<file path="src/rtl/renkon_pkg.sv">
`default_nettype none

package renkon_pkg;

  // ====================
  // array sizes
  // ====================

  // cores working in parallel per pass
  localparam int N_CORE   = 4;
  localparam int CORE_LOG = 2;

  // ====================
  // data path widths
  // ====================

  localparam int DWIDTH    = 16;
  // wide enough for a long run of 32-bit products
  localparam int ACC_WIDTH = 40;
  // fraction bits dropped before saturation
  localparam int QBITS     = 8;

  // layer size fields
  localparam int LWIDTH  = 10;

  // memory address widths
  localparam int IMGSIZE = 10;
  localparam int NETSIZE = 8;

  // ====================
  // phase codes
  // ====================

  localparam logic [1:0] S_WAIT    = 2'd0;
  localparam logic [1:0] S_NETWORK = 2'd1;
  localparam logic [1:0] S_INPUT   = 2'd2;
  localparam logic [1:0] S_OUTPUT  = 2'd3;

endpackage

`default_nettype wire

</file>
<file path="src/rtl/renkon_serial.sv">
`default_nettype none

module renkon_serial
  ( input  wire                                   clk
  , input  wire                                   xrst
  , input  wire                                   res_valid
  , input  wire  signed [renkon_pkg::DWIDTH-1:0]  results [renkon_pkg::N_CORE]
  , input  wire         [renkon_pkg::IMGSIZE-1:0] out_base
  , input  wire         [renkon_pkg::CORE_LOG:0]  n_valid
  , output logic                                  img_we
  , output logic        [renkon_pkg::IMGSIZE-1:0] img_waddr
  , output logic signed [renkon_pkg::DWIDTH-1:0]  img_wdata
  , output logic                                  drain_end
  );

  logic signed [renkon_pkg::DWIDTH-1:0]  res_buf [renkon_pkg::N_CORE];
  logic                                  busy;
  logic        [renkon_pkg::CORE_LOG:0]  idx;
  logic                                  idx_last;

  // ====================
  // capture
  // ====================

  // whole pass taken in one go
  always @(posedge clk)
    if (res_valid)
      for (int c = 0; c < renkon_pkg::N_CORE; c++)
        res_buf[c] <= results[c];

  // ====================
  // drain
  // ====================

  assign idx_last = idx == n_valid - 1'b1;

  always @(posedge clk)
    if (!xrst) begin
      busy <= 1'b0;
      idx  <= '0;
    end
    else if (res_valid) begin
      busy <= 1'b1;
      idx  <= '0;
    end
    else if (busy) begin
      if (idx_last)
        busy <= 1'b0;
      idx <= idx + 1'b1;
    end

  // one word per cycle while busy
  assign img_we    = busy;
  assign img_waddr = out_base
                   + {{(renkon_pkg::IMGSIZE-renkon_pkg::CORE_LOG-1){1'b0}}, idx};
  assign img_wdata = res_buf[idx[renkon_pkg::CORE_LOG-1:0]];

  always @(posedge clk)
    if (!xrst)
      drain_end <= 1'b0;
    else
      drain_end <= busy && idx_last;

endmodule

`default_nettype wire

</file>
<file path="config.mk">
export PLATFORM = sky130hd
export DESIGN_NAME = renkon_serial
export DESIGN_NICKNAME = d
export VERILOG_FILES = /design/src/rtl/renkon_pkg.sv /design/src/rtl/renkon_serial.sv
export SDC_FILE = /design/constraint.sdc
export NUM_CORES = 1
export LEC_CHECK = 0
export ABC_AREA = 1
export BUFFER_PORTS_ARGS = -buffer_cell sky130_fd_sc_hd__buf_2
export CAP_MARGIN = 20
export CORE_MARGIN = 5
export CORE_UTILIZATION = 38
export CTS_CLUSTER_DIAMETER = 50
export CTS_CLUSTER_SIZE = 10
export DETAILED_ROUTE_END_ITERATION = 8
export GPL_ROUTABILITY_DRIVEN = 0
export SLEW_MARGIN = 30
export SYNTH_ARGS = -nofsm -noshare
export SYNTH_HDL_FRONTEND = slang
export SYNTH_SLANG_ARGS = --single-unit
</file>
<file path="constraint.sdc">
create_clock -name clk -period 4.2 [get_ports clk]
set_input_delay 0.21 -clock clk [delete_from_list [all_inputs] [get_ports clk]]
set_output_delay 0.21 -clock clk [all_outputs]
set_load 0.01 [all_outputs]
</file>
==> impl_metrics.env <==
export IMPL_outcome="finished, final reports clean"
export IMPL_dpl_instance_area_sq_mm=0.003535
export IMPL_die_area_sq_mm=0.009495
export IMPL_setup_violations_final=0
export IMPL_core_area_sq_mm=0.007331
export IMPL_num_rows=31
export IMPL_fmax_mhz=475.8
export IMPL_post_place_ws_ns=2.444
export IMPL_ys_types=22
export IMPL_die_w_microns=97.44
export IMPL_viasPerCell=4.782
export IMPL_cts_tree="done"
export IMPL_drc=0
export IMPL_setup_slack_ns=2.098
export IMPL_root_buffer="clkbuf_8"
export IMPL_synthToLayoutAreaGrowth_pct=27.91
export IMPL_synth_compound_area_share_pct=9.819
export IMPL_stdcell_count=454
export IMPL_worstHoldPathCells=1
export IMPL_intPower_mw=1.156
export IMPL_yosys_area_share_simple_pct=10.77
export IMPL_drive_gt1_share_pct=35.49
export IMPL_cts_htree_levels=3
export IMPL_pwr_density_cell_mw_per_mm2=397.8
export IMPL_clkPwrFrac_pct=32.9
export IMPL_seqPwrFrac_pct=57.1
export IMPL_hold_end="res_buf[1][8]$_DFFE_PP_"
export IMPL_cap_violations=0
export IMPL_cts_resized=0
export IMPL_switching_share_pct=21.78
export IMPL_numCtsBuffers=9
export IMPL_irDropWorstVdd_mv=0.2671
export IMPL_synth_fp_nets=324
export IMPL_synth_xor_area_share_pct=2.110
export IMPL_grt_usage_pct=14.03
export IMPL_synthMuxAreaShare_pct=0
export IMPL_wire_per_inst_microns=14.32
export IMPL_p_total_mw=1.478
export IMPL_clock_path_buffers=2
export IMPL_maxSlewViolCount=0
export IMPL_p_comb_share_pct=10.0
export IMPL_grt_pass1_wl_microns=10400
export IMPL_clk_latency_ns=0.33
export IMPL_clkSinkCount=71
export IMPL_period_minus_slack_ns=2.102
export IMPL_antenna_found_initial=0
export IMPL_ios=108
export IMPL_yosysSeqAreaShare_pct=70.97
export IMPL_hp_start="results[40]"
export IMPL_slew_headroom_pct=41.79
export IMPL_switchingPower_uw=321.9
export IMPL_grt_pass1_vias=2233
export IMPL_syn_inst=238
export IMPL_finClkSkew_ns=0.001635
export IMPL_startpoint_type="flip-flop"
export IMPL_synthAdderAreaFrac_pct=2.842
export IMPL_hold_violations=0
export IMPL_grt_max_degree=41
export IMPL_num_vias=2171
export IMPL_layout_nets=436
export IMPL_min_path_type="primary input to flip-flop"
export IMPL_yosysWarningCount=0
export IMPL_clk_pin_slew_ns=0.07
export IMPL_drt_initial_drc_count=154
export IMPL_r2r_slack_ns=3.20
export IMPL_worstRegToRegCells=3
export IMPL_ys_ff_latch=71
export IMPL_drt_antenna_violating_nets=0
export IMPL_cts_hold_buf=0
export IMPL_totalWireLength_microns=6501
export IMPL_arrival_ns=1.89
export IMPL_placed_cells=438
export IMPL_r2r_start="idx[1]$_SDFFE_PP0P_"
export IMPL_required_ns=3.99
export IMPL_dieHeight_microns=97.44
export IMPL_end_kind="primary output"
export IMPL_min_period_over_period_pct=50.04
export IMPL_cp_max_fo=5
export IMPL_numPortBuffers=107
export IMPL_rsz0062_at_grt="no"
export IMPL_tightest_slew_ns=0.8731
export IMPL_grt_overflow=0
export IMPL_syn_area_per_cell_sq_um=12.21
export IMPL_syn_cell_area_sq_mm=0.002905
export IMPL_final_area_sq_mm=0.003716
export IMPL_place_hpwl_microns=4605
export IMPL_drtPass1Iterations=4
export IMPL_reg2reg_to="idx[1]$_SDFFE_PP0P_"
export IMPL_crit_type="flip-flop to primary output"
export IMPL_initial_utilization_pct=39.63
export IMPL_synth_top_family_by_area="simple AND/OR/NAND/NOR gates"
export IMPL_post_cts_setup_buffers=0
export IMPL_fin_setup_tns_ns=0
export IMPL_p_leak_nw=1.575
export IMPL_antenna_cells=0
[power groups by stage]
| stage | combinational, mW | clock, mW | sequential [mW] |
|---|---|---|---|
| 4_1_cts | 0.151 | 0.510 | 0.844 |
| 3_5_place_dp | 0.150 | 0 | 0.860 |
| 6_report | 0.148 | 0.487 | 0.844 |
| 5_1_grt | 0.168 | 0.540 | 0.849 |
| 2_1_floorplan | 0.0647 | 0 | 0.856 |
| 3_3_place_gp | 0.148 | 0 | 0.858 |
[per-layer routing]
layer | up-vias | GRT usage (%) | wire [microns] | part of all wire (%)
met2 | 84 | 21.72 | 3048 | 47
li1 | 1067 | - | - | -
met3 | 16 | 5.815 | 479 | 7.4
met1 | 1004 | 17.41 | 2805 | 43
met4 | 0 | 5.644 | 167 | 2.6
met5 | - | 0 | 0 | 0
[through the flow]
stage,hold slack (ns),util [%]
after global routing,0.01743,50.69
final,0.04854,50.69
after floorplan,0.3089,-
after global placement,0.3866,48.22
after detailed placement,0.3885,48.22
after CTS,0.02300,50.69
[state kept, by name (all words and copies together) (netlist names), named ones only]
signal     flops
img_we         1
res_buf       64
idx            3
drain_end      1
[critical path: stages, from the launching register on]
cell and delay, ns:
dfxtp_1 0.35, ha_1 0.22, fa_1 0.41, a21oi_1 0.22, nor2_2 0.09, xor2_1 0.14
buf_2 0.14
[cell usage after synthesis]
| cell | n | area share, % |
|---|---|---|
| edfxtp_1 | 64 | 66 |
| nor2_1 | 38 | 4.9 |
| nand2_1 | 33 | 4.3 |
| o21ai_1 | 28 | 4.8 |
| o22ai_1 | 16 | 3.4 |
| inv_1 | 11 | 1.4 |
| dfxtp_1 | 7 | 4.8 |
| buf_2 | 6 | 1.0 |
| a21oi_1 | 5 | 0.86 |
| ha_1 | 5 | 2.2 |
| o21ai_0 | 4 | 0.69 |
| xor2_1 | 4 | 1.2 |
| xnor2_1 | 3 | 0.90 |
| buf_4 | 2 | 0.52 |
| clkinv_1 | 2 | 0.26 |
| inv_2 | 2 | 0.26 |
| nand3_1 | 2 | 0.34 |
| nand3b_1 | 2 | 0.52 |
| fa_1 | 1 | 0.69 |
| nand3_2 | 1 | 0.34 |
| nor2_2 | 1 | 0.22 |
| nor3_1 | 1 | 0.17 |
[kinds of logic after synthesis]
logic type,count (synthesis)
and+or+nand+nor,78
DFF,71
AOI/OAI and AO/OA,53
buffers and inverters,23
xor gates and xnor gates,7
adders and majority gates,6
[how the worst max path moves through the flow]
stage | endpoint | start | depth (start not counted)
2_1_floorplan | img_waddr[6] | idx[0]$_SDFFE_PP0P_ | 5
3_3_place_gp | img_waddr[6] | idx[0]$_SDFFE_PP0P_ | 6
3_5_place_dp | img_waddr[6] | idx[0]$_SDFFE_PP0P_ | 6
4_1_cts | img_waddr[6] | idx[0]$_SDFFE_PP0P_ | 6
5_1_grt | img_waddr[6] | idx[0]$_SDFFE_PP0P_ | 6
6_report | img_waddr[6] | idx[0]$_SDFFE_PP0P_ | 6
[cells in the final DEF (no fill, tap or decap), drive strengths merged]
cell type    n
o21ai       32
clkinv       3
nand2       33
clkbuf      15
inv         13
xnor2        3
xor2         4
nor2        39
nand3        3
nand3b       2
buf        109
ha           5
o22ai       16
fa           1
a21oi        5
edfxtp      64
nor3         1
dfxtp        7
[area by class of cell]
cell class	instances	area [sq um]
clock buffer	15	176.4
timing repair buffer	109	550.5
multi-input combinational	144	742.0
clock inverter	1	5.005
fill	679	3615
tap	99	123.9
inverter	15	56.30
sequential	71	2062
(Power assumes the default switching activity.)
