[src/rtl/renkon_pkg.sv]
`default_nettype none

package renkon_pkg;

  // ====================
  // array sizes
  // ====================

  // cores working in parallel per pass
  localparam int N_CORE   = 4;
  localparam int CORE_LOG = 2;

  // ====================
  // data path widths
  // ====================

  localparam int DWIDTH    = 16;
  // wide enough for a long run of 32-bit products
  localparam int ACC_WIDTH = 40;
  // fraction bits dropped before saturation
  localparam int QBITS     = 8;

  // layer size fields
  localparam int LWIDTH  = 10;

  // memory address widths
  localparam int IMGSIZE = 10;
  localparam int NETSIZE = 8;

  // ====================
  // phase codes
  // ====================

  localparam logic [1:0] S_WAIT    = 2'd0;
  localparam logic [1:0] S_NETWORK = 2'd1;
  localparam logic [1:0] S_INPUT   = 2'd2;
  localparam logic [1:0] S_OUTPUT  = 2'd3;

endpackage

`default_nettype wire

[src/rtl/renkon_core.sv]
`default_nettype none

module renkon_core
  #( parameter logic [renkon_pkg::CORE_LOG-1:0] core_id = '0
  )
  ( input  wire                                    clk
  , input  wire                                    xrst
  , input  wire                                    net_we
  , input  wire         [renkon_pkg::CORE_LOG-1:0] net_sel
  , input  wire         [renkon_pkg::NETSIZE-1:0]  net_waddr
  , input  wire  signed [renkon_pkg::DWIDTH-1:0]   net_wdata
  , input  wire         [renkon_pkg::NETSIZE-1:0]  net_raddr
  , input  wire                                    breg_we
  , input  wire                                    mac_en
  , input  wire                                    last_input
  , input  wire                                    relu
  , input  wire  signed [renkon_pkg::DWIDTH-1:0]   img_rdata
  , output logic signed [renkon_pkg::DWIDTH-1:0]   result
  , output logic                                   res_valid
  );

  logic signed [renkon_pkg::DWIDTH-1:0]    net_mem [0:(1<<renkon_pkg::NETSIZE)-1];
  logic signed [renkon_pkg::DWIDTH-1:0]    net_rdata;

  logic signed [2*renkon_pkg::DWIDTH-1:0]  prod;
  logic signed [renkon_pkg::ACC_WIDTH-1:0] prod_ext;
  logic signed [renkon_pkg::ACC_WIDTH-1:0] bias_ext;
  logic signed [renkon_pkg::ACC_WIDTH-1:0] acc;
  logic signed [renkon_pkg::ACC_WIDTH-1:0] acc_next;
  logic signed [renkon_pkg::ACC_WIDTH-1:0] scaled;
  logic                                    pos_ovf;
  logic                                    neg_ovf;
  logic signed [renkon_pkg::DWIDTH-1:0]    sat;
  logic signed [renkon_pkg::DWIDTH-1:0]    act;

  // ====================
  // network memory
  // ====================

  always @(posedge clk)
    if (net_we && net_sel == core_id)
      net_mem[net_waddr] <= net_wdata;

  // shared read address, one cycle latency
  always @(posedge clk)
    net_rdata <= net_mem[net_raddr];

  // ====================
  // multiply-accumulate
  // ====================

  assign prod     = net_rdata * img_rdata;
  assign prod_ext = {{(renkon_pkg::ACC_WIDTH-2*renkon_pkg::DWIDTH){prod[2*renkon_pkg::DWIDTH-1]}},
                     prod};
  // bias brought up to the product scale
  assign bias_ext = {{(renkon_pkg::ACC_WIDTH-renkon_pkg::DWIDTH-renkon_pkg::QBITS)
                       {net_rdata[renkon_pkg::DWIDTH-1]}},
                     net_rdata, {renkon_pkg::QBITS{1'b0}}};
  assign acc_next = acc + prod_ext;

  always @(posedge clk)
    if (breg_we)
      acc <= bias_ext;
    else if (mac_en)
      acc <= acc_next;

  // ====================
  // scale, saturate, relu
  // ====================

  assign scaled  = acc_next >>> renkon_pkg::QBITS;
  assign pos_ovf = !scaled[renkon_pkg::ACC_WIDTH-1]
                && |scaled[renkon_pkg::ACC_WIDTH-2:renkon_pkg::DWIDTH-1];
  assign neg_ovf = scaled[renkon_pkg::ACC_WIDTH-1]
                && !(&scaled[renkon_pkg::ACC_WIDTH-2:renkon_pkg::DWIDTH-1]);

  assign sat = pos_ovf ? {1'b0, {(renkon_pkg::DWIDTH-1){1'b1}}}
             : neg_ovf ? {1'b1, {(renkon_pkg::DWIDTH-1){1'b0}}}
             : scaled[renkon_pkg::DWIDTH-1:0];

  assign act = relu && sat[renkon_pkg::DWIDTH-1] ? '0 : sat;

  // result taken straight from the final sum
  always @(posedge clk)
    if (mac_en && last_input)
      result <= act;

  always @(posedge clk)
    if (!xrst)
      res_valid <= 1'b0;
    else
      res_valid <= mac_en && last_input;

endmodule

`default_nettype wire

[config.mk]
export PLATFORM = sky130hd
export DESIGN_NAME = renkon_core
export DESIGN_NICKNAME = d
export VERILOG_FILES = /design/src/rtl/renkon_pkg.sv /design/src/rtl/renkon_core.sv
export SDC_FILE = /design/constraint.sdc
export NUM_CORES = 2
export LEC_CHECK = 0
export BUFFER_PORTS_ARGS = -buffer_cell sky130_fd_sc_hd__buf_2
export CAP_MARGIN = 10
export CORE_UTILIZATION = 35
export CTS_CLUSTER_DIAMETER = 120
export DETAILED_ROUTE_END_ITERATION = 7
export SLEW_MARGIN = 0
export SYNTH_ARGS = -nofsm -noshare
export SYNTH_HDL_FRONTEND = slang
export SYNTH_SLANG_ARGS = --single-unit
[constraint.sdc]
create_clock -name clk -period 21.5 [get_ports clk]
set_clock_uncertainty 0.1 [all_clocks]
set_input_delay 4.3 -clock clk [delete_from_list [all_inputs] [get_ports clk]]
set_output_delay 4.3 -clock clk [all_outputs]
set_load 0.1 [all_outputs]
==> impl_metrics.json <==
{
  "result_of_the_run": "completed",
  "area_growth_pct": 13.8,
  "final_net_count": 8627,
  "dpl.cell_count": 14200,
  "synth_nets": 8161,
  "detailedRoute.firstPassIterationCount": 6,
  "htree_num_levels": 5,
  "grt.met2_usage_pct": 25.6,
  "number_of_synthesized_register_bits": 4169,
  "critical_path.max_fanout": 16,
  "layout_min_cycle_time_ps": 11760,
  "final-hold-violation-count": 0,
  "postRouteAntennaNets": 0,
  "grt_busiest_layer": "met2",
  "crit_path_start_kind": "input port",
  "yosys_warnings": 0,
  "floorplan.initialDensity_pct": 35.2,
  "core.rowCount": 256,
  "vias": 79000,
  "vias_per_cell": 5.28,
  "clock_tree.root_cell": "sky130_fd_sc_hd__clkbuf_16",
  "cts.clk_slew.worst_paths_ps": 60,
  "postSynth.asyncResetShare_pct": 0,
  "grt_pass1_wl_um": 588000,
  "place.port_buffers": 73,
  "timing.hold.ws_ps": 391,
  "synth-seq-area-share_pct": 73.0,
  "antenna_found_initial": 28,
  "gr-usage-all-layers_pct": 16.3,
  "die-width_um": 701,
  "die_y_um": 701,
  "layout-drive-gt1-share_pct": 28.5,
  "cts_bufs_inserted": 420,
  "crit_end_element": "register",
  "rsz_0062_raised_after_global_routing": "false",
  "register_area_um2": 125000,
  "cp.required_ps": 21990,
  "core_area_um2": 487000,
  "finalNonFillerCells": 15000,
  "grt_max_degree": 162,
  "critical_path_arrival_ps": 12250,
  "period_share_pct": 54.7,
  "die-area_um2": 492000,
  "tightestPinTransition_ps": 1320,
  "max_clk_rate_mhz": 85.0,
  "cts_hold_repair.buffers": 0,
  "hold_path.class": "register to register",
  "post_synth.cell_area_avg_um2": 22.3,
  "final-setup-viol-count": 0,
  "detail_route.wirelength_um": 407000,
  "count_of_flip_flops_with_a_built_in_enable_after_synthesis": 4144,
  "grtUsageMet1_pct": 23.6,
  "cts-root-to-sink-buffers": 4,
  "grt_overflow_total": 0,
  "maxCapViolCount": 0,
  "final-max-slew-violation-count": 0,
  "clock_sinks": 4169,
  "postCtsResizedCells": 0,
  "boundaryPins": 74,
  "dpl.hpwl_um": 248000,
  "synthDistinctLibCells": 52,
  "n_fill_cell": 42100,
  "drt_first_iter_violations": 8660,
  "postCtsSetupBuffers": 0,
  "vias_in_the_first_global_route": 82000,
  "total_negative_slack_ps": 0,
  "relSlewSlack_pct": 11.8,
  "critPathKind": "input port to register",
  "syn-cell-area_um2": 171000,
  "syn_inst": 7659,
  "remaining_drc_errors": 0,
  "avgRoutedWirePerCell_um": 27.2,
  "cts_tree": "done",
  "final_cell_mix": "sky130_fd_sc_hd__edfxtp_1, sky130_fd_sc_hd__mux4_2, sky130_fd_sc_hd__clkbuf_16, sky130_fd_sc_hd__inv_1, sky130_fd_sc_hd__buf_4",
  "final_common_cell": "sky130_fd_sc_hd__edfxtp_1",
  "grt_util_met3_pct": 3.05,
  "gp_congestion": 0.840,
  "clkLatencyLatePin_ps": 990,
  "multiInputGateArea_um2": 43200,
  "ys.flop_type": "sky130_fd_sc_hd__edfxtp_1"
}
## path summary, 6_finish.rpt
kind,start,to,slack [ps],cells after the start
worst min register to register,acc[4]$_SDFFE_PP0P_,acc[4]$_SDFFE_PP0P_,390,2
worst min-delay path,acc[4]$_SDFFE_PP0P_,acc[4]$_SDFFE_PP0P_,390,2
worst max-delay path,img_rdata[1],result[0]$_SDFFCE_PP0P_,9740,24
worst max register to register,net_rdata[15]$_DFF_P_,result[0]$_SDFFCE_PP0P_,12830,24
## flip-flops by register name (all words and copies together), names as in the netlist
signal	count
net_mem	4096
acc	40
net_rdata	16
result	16
res_valid	1
## final cells by class
| class | instances | area share, % |
|---|---|---|
| diodes | 22 | 0.0283 |
| clock buffers | 494 | 5.58 |
| clock inverters | 284 | 1.38 |
| inverters | 381 | 0.734 |
| multi-input cells | 2721 | 22.2 |
| flip-flops and latches | 4169 | 64.2 |
| well taps | 6450 | 4.14 |
| repair buffers | 432 | 1.77 |
## cell families (layout without fill, tap and decap cells)
group | Yosys count | in the layout | share of synthesized area (%)
AO/OA/AOI/OAI | 159 | 159 | 0.555
multiplexers | 1367 | 1367 | 17.9
XOR/XNOR | 45 | 45 | 0.230
adder cells (fa/ha/maj) | 445 | 445 | 4.70
AND/OR/NAND/NOR | 705 | 705 | 1.81
buffers and inverters | 769 | 1591 | 1.75
flip-flops | 4169 | 4169 | 73.0
other | 0 | 22 | 0
## routing by layer
metal | part of all wire, % | wire length [um]
met1 | 43 | 175000
met3 | 7.5 | 30400
met4 | 2.5 | 10000
met5 | 0.021 | 84
met2 | 47 | 191000
## stage by stage
stage / instance area (um2) / setup WS, ps / utilization, %
2_1_floorplan: 171000 / 10370 / -
3_3_place_gp: 181000 / 9040 / 37.2
3_5_place_dp: 181000 / 8930 / 37.2
4_1_cts: 195000 / 9860 / 40.0
5_1_grt: 195000 / 9260 / 40.0
6_report: 195000 / 9740 / 40.0
## critical path, cell delays in order
cell and delay [ps]:
sky130_fd_sc_hd__buf_2 290, sky130_fd_sc_hd__nand2_1 190, sky130_fd_sc_hd__inv_1 120, sky130_fd_sc_hd__fa_1 530, sky130_fd_sc_hd__fa_1 950, sky130_fd_sc_hd__fa_1 550, sky130_fd_sc_hd__inv_1 280, sky130_fd_sc_hd__fa_1 560
sky130_fd_sc_hd__inv_1 60, sky130_fd_sc_hd__fa_1 530, sky130_fd_sc_hd__inv_1 50, sky130_fd_sc_hd__fa_1 480, sky130_fd_sc_hd__inv_1 50, sky130_fd_sc_hd__ha_1 350, sky130_fd_sc_hd__a21oi_1 270, sky130_fd_sc_hd__o21ai_0 140
sky130_fd_sc_hd__a21o_1 190, sky130_fd_sc_hd__a211o_1 290, sky130_fd_sc_hd__a21oi_1 120, sky130_fd_sc_hd__o21ai_0 150, sky130_fd_sc_hd__xnor2_1 300, sky130_fd_sc_hd__nand4_1 180, sky130_fd_sc_hd__o41ai_2 1030, sky130_fd_sc_hd__o21ai_0 260
## cell usage after synthesis, types with 7 or more instances
cell,n,area (um2)
sky130_fd_sc_hd__nor2b_1,10,62.6
sky130_fd_sc_hd__xor2_1,22,193
sky130_fd_sc_hd__mux4_2,1360,30600
sky130_fd_sc_hd__a21oi_1,43,215
sky130_fd_sc_hd__nor3_1,10,50.1
sky130_fd_sc_hd__a211oi_1,7,52.6
sky130_fd_sc_hd__and2_1,118,738
sky130_fd_sc_hd__fa_1,330,6610
sky130_fd_sc_hd__dfxtp_1,25,500
sky130_fd_sc_hd__o21ai_1,12,60.1
sky130_fd_sc_hd__edfxtp_1,4144,124000
sky130_fd_sc_hd__ha_1,115,1440
sky130_fd_sc_hd__inv_1,381,1430
sky130_fd_sc_hd__mux2i_1,7,70.1
sky130_fd_sc_hd__nand4_1,9,56.3
sky130_fd_sc_hd__buf_1,65,244
sky130_fd_sc_hd__nand2_1,214,803
sky130_fd_sc_hd__buf_2,57,285
sky130_fd_sc_hd__nor2_1,301,1130
sky130_fd_sc_hd__nand3_1,18,90.1
sky130_fd_sc_hd__clkbuf_1,258,968
sky130_fd_sc_hd__o21ai_0,60,300
sky130_fd_sc_hd__buf_4,7,52.6
sky130_fd_sc_hd__and3_1,7,43.8
sky130_fd_sc_hd__xnor2_1,23,201
Power is not shown: default switching activity piles up to over one toggle a cycle in this logic, so the estimate is an artifact.
