$ cat src/rtl/renkon_pkg.sv
`default_nettype none

package renkon_pkg;

  // ====================
  // array sizes
  // ====================

  // cores working in parallel per pass
  localparam int N_CORE   = 4;
  localparam int CORE_LOG = 2;

  // ====================
  // data path widths
  // ====================

  localparam int DWIDTH    = 16;
  // wide enough for a long run of 32-bit products
  localparam int ACC_WIDTH = 40;
  // fraction bits dropped before saturation
  localparam int QBITS     = 8;

  // layer size fields
  localparam int LWIDTH  = 10;

  // memory address widths
  localparam int IMGSIZE = 10;
  localparam int NETSIZE = 8;

  // ====================
  // phase codes
  // ====================

  localparam logic [1:0] S_WAIT    = 2'd0;
  localparam logic [1:0] S_NETWORK = 2'd1;
  localparam logic [1:0] S_INPUT   = 2'd2;
  localparam logic [1:0] S_OUTPUT  = 2'd3;

endpackage

`default_nettype wire

$ cat src/rtl/renkon_ctrl.sv
`default_nettype none

module renkon_ctrl
  ( input  wire                             clk
  , input  wire                             xrst
  , input  wire                             req
  , input  wire                             relu_en
  , input  wire  [renkon_pkg::LWIDTH-1:0]   total_in
  , input  wire  [renkon_pkg::LWIDTH-1:0]   total_out
  , input  wire  [renkon_pkg::IMGSIZE-1:0]  in_offset
  , input  wire  [renkon_pkg::IMGSIZE-1:0]  out_offset
  , input  wire  [renkon_pkg::NETSIZE-1:0]  net_offset
  , input  wire                             drain_end
  , output logic                            ack
  , output logic [1:0]                      core_state
  , output logic [renkon_pkg::NETSIZE-1:0]  net_raddr
  , output logic [renkon_pkg::IMGSIZE-1:0]  img_raddr
  , output logic                            breg_we
  , output logic                            mac_en
  , output logic                            last_input
  , output logic                            relu
  , output logic [renkon_pkg::IMGSIZE-1:0]  out_base
  , output logic [renkon_pkg::CORE_LOG:0]   n_valid
  );

  logic [1:0]                      state;
  logic                            req_d;
  logic                            req_edge;
  logic                            in_last;
  logic                            pass_last;

  logic [renkon_pkg::LWIDTH-1:0]   total_in_r;
  logic [renkon_pkg::LWIDTH-1:0]   total_out_r;
  logic [renkon_pkg::IMGSIZE-1:0]  in_offset_r;
  logic [renkon_pkg::IMGSIZE-1:0]  out_offset_r;

  logic [renkon_pkg::LWIDTH-1:0]   count_in;
  logic [renkon_pkg::LWIDTH-1:0]   count_out;
  logic [renkon_pkg::LWIDTH-1:0]   out_remain;
  logic [renkon_pkg::NETSIZE-1:0]  net_ptr;

  // ====================
  // phase control
  // ====================

  assign req_edge   = req && !req_d;
  assign in_last    = count_in == total_in_r - 1'b1;
  assign out_remain = total_out_r - count_out;
  // fewer than one full pass left after this one
  assign pass_last  = out_remain <= renkon_pkg::LWIDTH'(renkon_pkg::N_CORE);

  assign core_state = state;

  always @(posedge clk)
    if (!xrst)
      req_d <= 1'b0;
    else
      req_d <= req;

  always @(posedge clk)
    if (!xrst) begin
      state     <= renkon_pkg::S_WAIT;
      count_in  <= '0;
      count_out <= '0;
      net_ptr   <= '0;
    end
    else begin
      case (state)
        renkon_pkg::S_WAIT:
          if (req_edge) begin
            state     <= renkon_pkg::S_NETWORK;
            count_in  <= '0;
            count_out <= '0;
            net_ptr   <= net_offset;
          end
        // bias fetch only
        renkon_pkg::S_NETWORK:
          state <= renkon_pkg::S_INPUT;
        renkon_pkg::S_INPUT:
          if (in_last) begin
            state    <= renkon_pkg::S_OUTPUT;
            count_in <= '0;
            // step over the bias word of this pass
            net_ptr  <= net_ptr + renkon_pkg::NETSIZE'(2);
          end
          else begin
            count_in <= count_in + 1'b1;
            net_ptr  <= net_ptr + 1'b1;
          end
        renkon_pkg::S_OUTPUT:
          if (drain_end) begin
            if (pass_last) begin
              state <= renkon_pkg::S_WAIT;
            end
            else begin
              state     <= renkon_pkg::S_NETWORK;
              count_out <= count_out + renkon_pkg::LWIDTH'(renkon_pkg::N_CORE);
            end
          end
        default:
          state <= renkon_pkg::S_WAIT;
      endcase
    end

  always @(posedge clk)
    if (!xrst)
      ack <= 1'b1;
    else if (state == renkon_pkg::S_WAIT && req_edge)
      ack <= 1'b0;
    else if (state == renkon_pkg::S_OUTPUT && drain_end && pass_last)
      ack <= 1'b1;

  // ====================
  // layer parameters
  // ====================

  always @(posedge clk)
    if (!xrst) begin
      total_in_r   <= '0;
      total_out_r  <= '0;
      in_offset_r  <= '0;
      out_offset_r <= '0;
      relu         <= 1'b0;
    end
    else if (state == renkon_pkg::S_WAIT && req_edge) begin
      total_in_r   <= total_in;
      total_out_r  <= total_out;
      in_offset_r  <= in_offset;
      out_offset_r <= out_offset;
      relu         <= relu_en;
    end

  // ====================
  // read addresses and strobes
  // ====================

  // bias sits right after the weights of a pass
  assign net_raddr = state == renkon_pkg::S_NETWORK
                   ? net_ptr + total_in_r[renkon_pkg::NETSIZE-1:0]
                   : net_ptr;

  assign img_raddr = in_offset_r + count_in;

  // strobes trail the addresses by the memory latency
  always @(posedge clk)
    if (!xrst) begin
      breg_we    <= 1'b0;
      mac_en     <= 1'b0;
      last_input <= 1'b0;
    end
    else begin
      breg_we    <= state == renkon_pkg::S_NETWORK;
      mac_en     <= state == renkon_pkg::S_INPUT;
      last_input <= state == renkon_pkg::S_INPUT && in_last;
    end

  // write-back window of the current pass
  assign out_base = out_offset_r + count_out;
  assign n_valid  = pass_last
                  ? out_remain[renkon_pkg::CORE_LOG:0]
                  : (renkon_pkg::CORE_LOG+1)'(renkon_pkg::N_CORE);

endmodule

`default_nettype wire

$ cat config.mk
export PLATFORM = sky130hd
export DESIGN_NAME = renkon_ctrl
export DESIGN_NICKNAME = d
export VERILOG_FILES = /design/src/rtl/renkon_pkg.sv /design/src/rtl/renkon_ctrl.sv
export SDC_FILE = /design/constraint.sdc
export NUM_CORES = 1
export LEC_CHECK = 0
export BUFFER_PORTS_ARGS = -buffer_cell sky130_fd_sc_hd__buf_2
export CAP_MARGIN = 20
export CORE_MARGIN = 4
export CORE_UTILIZATION = 40
export CTS_CLUSTER_DIAMETER = 50
export CTS_CLUSTER_SIZE = 8
export DETAILED_ROUTE_END_ITERATION = 8
export GPL_TIMING_DRIVEN = 0
export PLACE_DENSITY = 0.61
export SLEW_MARGIN = 20
export SYNTH_ARGS = -nofsm -noshare
export SYNTH_HDL_FRONTEND = slang
export SYNTH_SLANG_ARGS = --single-unit
export TNS_END_PERCENT = 10
$ cat constraint.sdc
create_clock -name clk -period 3.85 [get_ports clk]
set_clock_uncertainty 0.1 [all_clocks]
set_input_delay 0.385 -clock clk [delete_from_list [all_inputs] [get_ports clk]]
set_output_delay 0.385 -clock clk [all_outputs]
set_load 0.1 [all_outputs]
==> out/metrics.yaml, run 1 <==
run_status:
  status: "completed"
pwr:
  seq_power_share: 0.248
  finalPower_mw: 4.01
  combPwrFrac: 0.501
  net-switching-power_mw: 1.93
  clkPwrFrac: 0.251
  switching_share: 0.480
  p_int_mw: 2.09
  pwr_density_cell_nw_per_um2: 657
  vdd_drop_max_v: 0.000350
  leakage_nw: 2.65
yosys:
  yosys-top-cells-area: "dfxtp_1 (29%), ha_1 (9.9%), nand2_1 (9.1%)"
  synthSimpleGateAreaFrac: 0.238
  synthMuxAreaShare: 0.0210
  synthAdderAreaFrac: 0.107
  synth_xor_xnor_area_share: 0.0745
  yosys_register_bits: 74
  synth_top_family_by_area: "simple AND/OR/NAND/NOR gates"
  postSynthCellCount: 661
  ys_seq_area_frac: 0.293
  synth_top_area_share: 0.293
  synth_ff_type: "dfxtp_1"
  post-synth-top-area-cell: "dfxtp_1"
  ys_warn_count: 0
  synth_compound_area_frac: 0.214
  synth_nets: 756
  ys_async_sr_fraction: 0
  synth_area_per_cell_um2: 7.65
  synthDistinctLibCells: 64
  syn_area_um2: 5060
  synth_edf_count: 0
global_route:
  grt_overflow: 0
  track_usage: 0.195
  antenna_found_initial: 0
  grt_pass1_vias: 4756
  grt_max_degree: 13
  grt_pass1_wl_um: 23100
worst_setup_path:
  critPathLaunch: "count_out[2]"
  critPathMaxFanout: 7
  critPathKind: "reg -> out"
  start_kind: "flip-flop"
  r2r_start: "count_out[2]"
  crit_end: "n_valid[2]"
  cp.required_ns: 3.37
  arrival_ns: 3.15
  r2r_setup_slack_ns: 0.31
  r2r_cells: 10
  r2r_end: "count_out[3]"
  end_kind: "output pin"
die:
  dieArea_um2: 14500
  dieHeight_um: 120
  start_util: 0.414
  io_pins: 91
  core-area_um2: 12200
  num_rows: 40
  fp.dieW_um: 120
sta:
  worstMarginPinSlew_ns: 0.755
  timing.final.ws_setup_ns: 0.220
  max_freq_mhz: 275
  slew_viol_final: 0
  fin_crit_ns: 3.63
  rsz0062_at_grt: "no"
  relSlewSlack: 0.490
  final.period_utilization: 0.943
  setup_violations: 0
  hold_viol_final: 0
detailed_routing:
  drtIter0Drc: 238
  antenna_left: 0
  via_per_inst: 5.38
  first_pass_iters: 5
  wl_per_cell_um: 15.2
  drc_errors: 0
  routed-via-count: 5033
  wl_um: 14200
clock_tree:
  clk_latency_ns: 0.35
  clk_pin_slew_ns: 0.06
  htree_levels: 3
  cts_tree: "built"
  cts-hold-fix-buffers: 0
  cts_root_buffer: "clkbuf_16"
  post-cts-setup-buffer-count: 0
  clk_path_buf_depth: 2
  cts_buffers: 9
  cts.sink_count: 74
final_layout:
  instances_no_fill: 935
  antenna_cells: 0
  area_growth_pct: 20.7
  final_area_um2: 6100
  drive_gt1_frac: 0.167
  final_nets: 857
flow_run:
  drv_cap: 0
worst_hold_path:
  hold_path_class: "in -> reg"
  hp-start: "relu_en"
place:
  place_area_um2: 5720
  dp.cells: 919
  gp_congestion: 0.925
  portBuffers: 90
  place_ws_ns: 0.0265
  dp_hpwl_um: 11000
kinds of logic after synthesis:
family	count (synthesis)
AO/OA/AOI/OAI	174
XOR/XNOR	43
adder cells (fa/ha/maj)	42
buffers and inverters	66
flip-flops	74
multiplexers	10
other	1
AND/OR/NAND/NOR	251
metrics by stage:
stage	hold WS (ns)	utilization	setup TNS [ns]
floorplan	0.336	-	-1.42
global placement	0.340	0.468	0
detailed placement	0.351	0.468	0
CTS	0.162	0.498	0
global route	0.175	0.500	0
finish	0.174	0.500	0
worst min path at each step:
stage,to,slack [ns],depth (start not counted)
2_1_floorplan,total_out_r[1],0.34,2
3_3_place_gp,relu,0.34,2
3_5_place_dp,relu,0.35,2
4_1_cts,relu,0.16,3
5_1_grt,total_out_r[6],0.17,3
6_report,relu,0.17,3
timing repair:
item | in CTS | in global routing
gates cloned | 0 | 0
endpoints found under the setup margin | 3 | 5
gates resized for setup | 4 | 6
synth_stat cells (all sizes together), types with 5 or more instances:
master / n
o21ai: 30
and2: 8
o211ai: 8
ha: 40
nor2b: 9
nand3: 16
xor2: 21
a31oi: 8
nor2: 29
a21o: 8
xnor2: 22
inv: 29
a211oi: 6
and3: 7
nand4: 10
a21oi: 80
or4: 8
mux2: 5
or3: 6
mux2i: 5
clkbuf: 31
nand2: 123
nor3: 12
nand2b: 6
dfxtp: 74
placed cells by master (no fill, tap or decap), types with 3 or more instances in the layout:
master	count
nand2_1	123
o21ai_0	29
ha_1	39
and2_1	7
clkbuf_16	9
o31ai_1	3
clkbuf_1	31
xnor2_1	22
nor2b_1	9
mux2_2	5
or4_1	7
nand4_1	10
inv_1	29
and3_1	7
dfxtp_1	74
buf_4	4
or3_1	5
o211ai_1	8
a21oi_1	79
xor2_1	21
buf_2	87
nand3_1	16
o21bai_1	4
nor2_1	29
nor4_1	4
a211oi_1	5
bufinv_16	3
a21o_1	8
mux2i_1	5
a31oi_1	8
nand2b_1	6
a221oi_1	3
nor3_1	12
critical path, cell delays in order (launching register included):
cell	delay (ns)
dfxtp_1	0.47
inv_1	0.15
ha_2	0.42
nand2b_1	0.11
a21oi_1	0.20
mux2_2	0.38
o311ai_4	0.29
nand3_1	0.11
or3_1	0.38
clkbuf_4	0.29
registers in the layout (all words and copies together) (netlist names):
| name | count |
|---|---|
| out_offset_r | 10 |
| relu | 1 |
| total_in_r | 10 |
| total_out_r | 10 |
| count_in | 10 |
| in_offset_r | 10 |
| mac_en | 1 |
| last_input | 1 |
| breg_we | 1 |
| req_d | 1 |
| ack | 1 |
| core_state | 2 |
| net_ptr | 8 |
| count_out | 8 |
power by group through the flow:
stage               clock network, mW  logic (mW)  registers [mW]
detailed placement                  0        1.97            1.01
floorplan                           0        1.49            1.10
finish                           1.01        2.01           0.994
global placement                    0        1.94            1.01
global route                     1.06        2.17            1.01
CTS                              1.03        1.99           0.992
final cells by class:
class | instances | area [µm²]
Buffer | 35 | 144
Clock buffer | 12 | 256
Clock inverter | 4 | 97.6
Fill cell | 1241 | 6110
Inverter | 31 | 116
Multi-Input combinational cell | 521 | 3340
Sequential cell | 74 | 1480
Tap cell | 168 | 210
Timing Repair Buffer | 90 | 462
per-layer routing:
layer / share of wire / up-vias / global-route usage
li1: - / 2544 / -
met1: 0.48 / 2306 / 0.280
met2: 0.44 / 169 / 0.297
met3: 0.066 / 14 / 0.0360
met4: 0.015 / 0 / 0.0630
met5: 0 / - / 0
Power figures use the tool's default switching activity.
==> run 2: changes to the inputs <==
--- a/config.mk
+++ b/config.mk
@@ -12,3 +12,3 @@
 export CTS_CLUSTER_DIAMETER = 50
-export CTS_CLUSTER_SIZE = 8
+export CTS_CLUSTER_SIZE = 40
 export DETAILED_ROUTE_END_ITERATION = 8
==> constraint.sdc (replaced) <==
create_clock -name clk -period 3.85 [get_ports clk]
set_clock_uncertainty 0.1 [all_clocks]
set_input_delay 0.5775 -clock clk [delete_from_list [all_inputs] [get_ports clk]]
set_output_delay 0.5775 -clock clk [all_outputs]
set_load 0.1 [all_outputs]
==> run 2 against run 1 <==
Clock-buffer cell count unchanged. Cell count stayed put. Sequential power is essentially flat. Design area grew 0.12%. Register-to-register slack better by 0.14 ns. Via count is 0.24% lower. Sequential share of layout area is essentially flat. Non-clock buffer count unchanged. Worst setup slack worse by 0.035 ns. Wire length fell by 0.20%. Global-route usage stayed put. Critical endpoint is now n_valid[1].
==> out/metrics.yaml, run 2 (synthesis results as in run 1) <==
run_status:
  status: "completed"
place:
  dp_hpwl_um: 11000
  place_area_um2: 5720
  gp_congestion: 0.925
  portBuffers: 90
clock_tree:
  htree_levels: 3
  clk_pin_slew_ns: 0.06
  cts-hold-fix-buffers: 0
  cts_tree: "built"
  cts_root_buffer: "clkbuf_16"
  cts_buffers: 9
  cts.sink_count: 74
  clk_latency_ns: 0.35
  clk_path_buf_depth: 2
  post-cts-setup-buffer-count: 0
die:
  num_rows: 40
  start_util: 0.414
  core-area_um2: 12200
  dieHeight_um: 120
  dieArea_um2: 14500
  io_pins: 91
  fp.dieW_um: 120
detailed_routing:
  via_per_inst: 5.37
  wl_per_cell_um: 15.1
  antenna_left: 0
  wl_um: 14200
  first_pass_iters: 5
  drtIter0Drc: 255
  drc_errors: 0
  routed-via-count: 5021
pwr:
  leakage_nw: 2.65
  vdd_drop_max_v: 0.000350
  pwr_density_cell_nw_per_um2: 658
worst_setup_path:
  max_stage_delay_ns: 0.41
  arrival_ns: 2.99
  crit_chain: "inv_1 -> ha_2 -> nand2b_1 -> a21oi_2 -> mux2_2 -> o311ai_4 -> and4_4 -> nor2b_1 -> buf_6"
  cp.required_ns: 3.17
  start_kind: "flip-flop"
  cp.buffers_inverters: 2
  path_delay_family: "simple AND/OR/NAND/NOR gates"
  end_kind: "output pin"
  critPathMaxFanout: 7
  slowest_stage: "ha_2"
  critPathKind: "reg -> out"
final_layout:
  fillers: 1240
  area_growth_pct: 20.9
  final-seq-area_um2: 1480
  mostFrequentLayoutCells: "nand2_1 (123), buf_2 (86), a21oi_1 (78)"
  antenna_cells: 0
  final_area_um2: 6110
  multi_input_area_um2: 3340
  mostFrequentLayoutCell: "nand2_1"
  drive_gt1_frac: 0.169
  final_nets: 857
  utilization: 0.501
global_route:
  antenna_found_initial: 0
  grt_overflow: 0
  track_usage: 0.195
  grt_pass1_vias: 4749
  grt_pass1_wl_um: 23100
  grt_max_degree: 13
sta:
  slew_viol_final: 0
  fin_hold_ws_ns: 0.359
  hold_viol_final: 0
  setup_violations: 0
  rsz0062_at_grt: "no"
  worstMarginPinSlew_ns: 0.765
  relSlewSlack: 0.483
  tns_ns: 0
  max_freq_mhz: 273
  fin_crit_ns: 3.67
  final.period_utilization: 0.952
worst_hold_path:
  hold_path_class: "reg -> reg"
flow_run:
  drv_cap: 0
[run 2: path summary, 6_finish.rpt]
kind                   to  slack [ns]         start  cells past startpoint
max            n_valid[1]        0.18  count_out[2]                      9
min                  relu        0.36          relu                      2
max reg2reg  count_out[3]        0.45  count_out[2]                     10
min reg2reg          relu        0.36          relu                      2
[run 2: area by class of cell]
type / instances / share of cell area
buffer: 35 / 0.0235
sequential: 74 / 0.243
multi-input combinational: 521 / 0.547
tap: 168 / 0.0344
timing repair buffer: 90 / 0.0759
inverter: 31 / 0.0190
clock inverter: 4 / 0.0160
clock buffer: 12 / 0.0420
[run 2: tightest hold or removal path, stage by stage (launching register included)]
cell and delay (ns):
dfxtp_1 0.31, nand2_1 0.05, a21oi_1 0.05
[run 2: repair_timing]
action,CTS,global route
endpoints found under the hold margin,0,0
pin swaps,0,0
gates resized for setup,9,5
cloned,0,0
endpoints found under the setup margin,3,5
[run 2: where the power goes]
| group | internal [mW] | switching (mW) | total, mW |
|---|---|---|---|
| Clock | 0.669 | 0.341 | 1.01 |
| Sequential | 0.876 | 0.117 | 0.993 |
| Combinational | 0.544 | 1.47 | 2.02 |
[run 2: layer usage]
layer	GRT usage	wire length, µm	vias to the layer above
li1	-	-	2544
met1	0.280	6950	2319
met2	0.297	6170	144
met3	0.0360	824	14
met4	0.0630	222	0
met5	0	0	-
[run 2: per-stage QoR]
stage	setup slack [ns]	cells	power [mW]
after floorplan	-0.602	661	2.58
after global placement	-0.0880	919	2.94
after detailed placement	-0.166	919	2.98
after CTS	0.0121	935	4.01
after global routing	0.00334	935	4.24
final	0.185	935	4.02
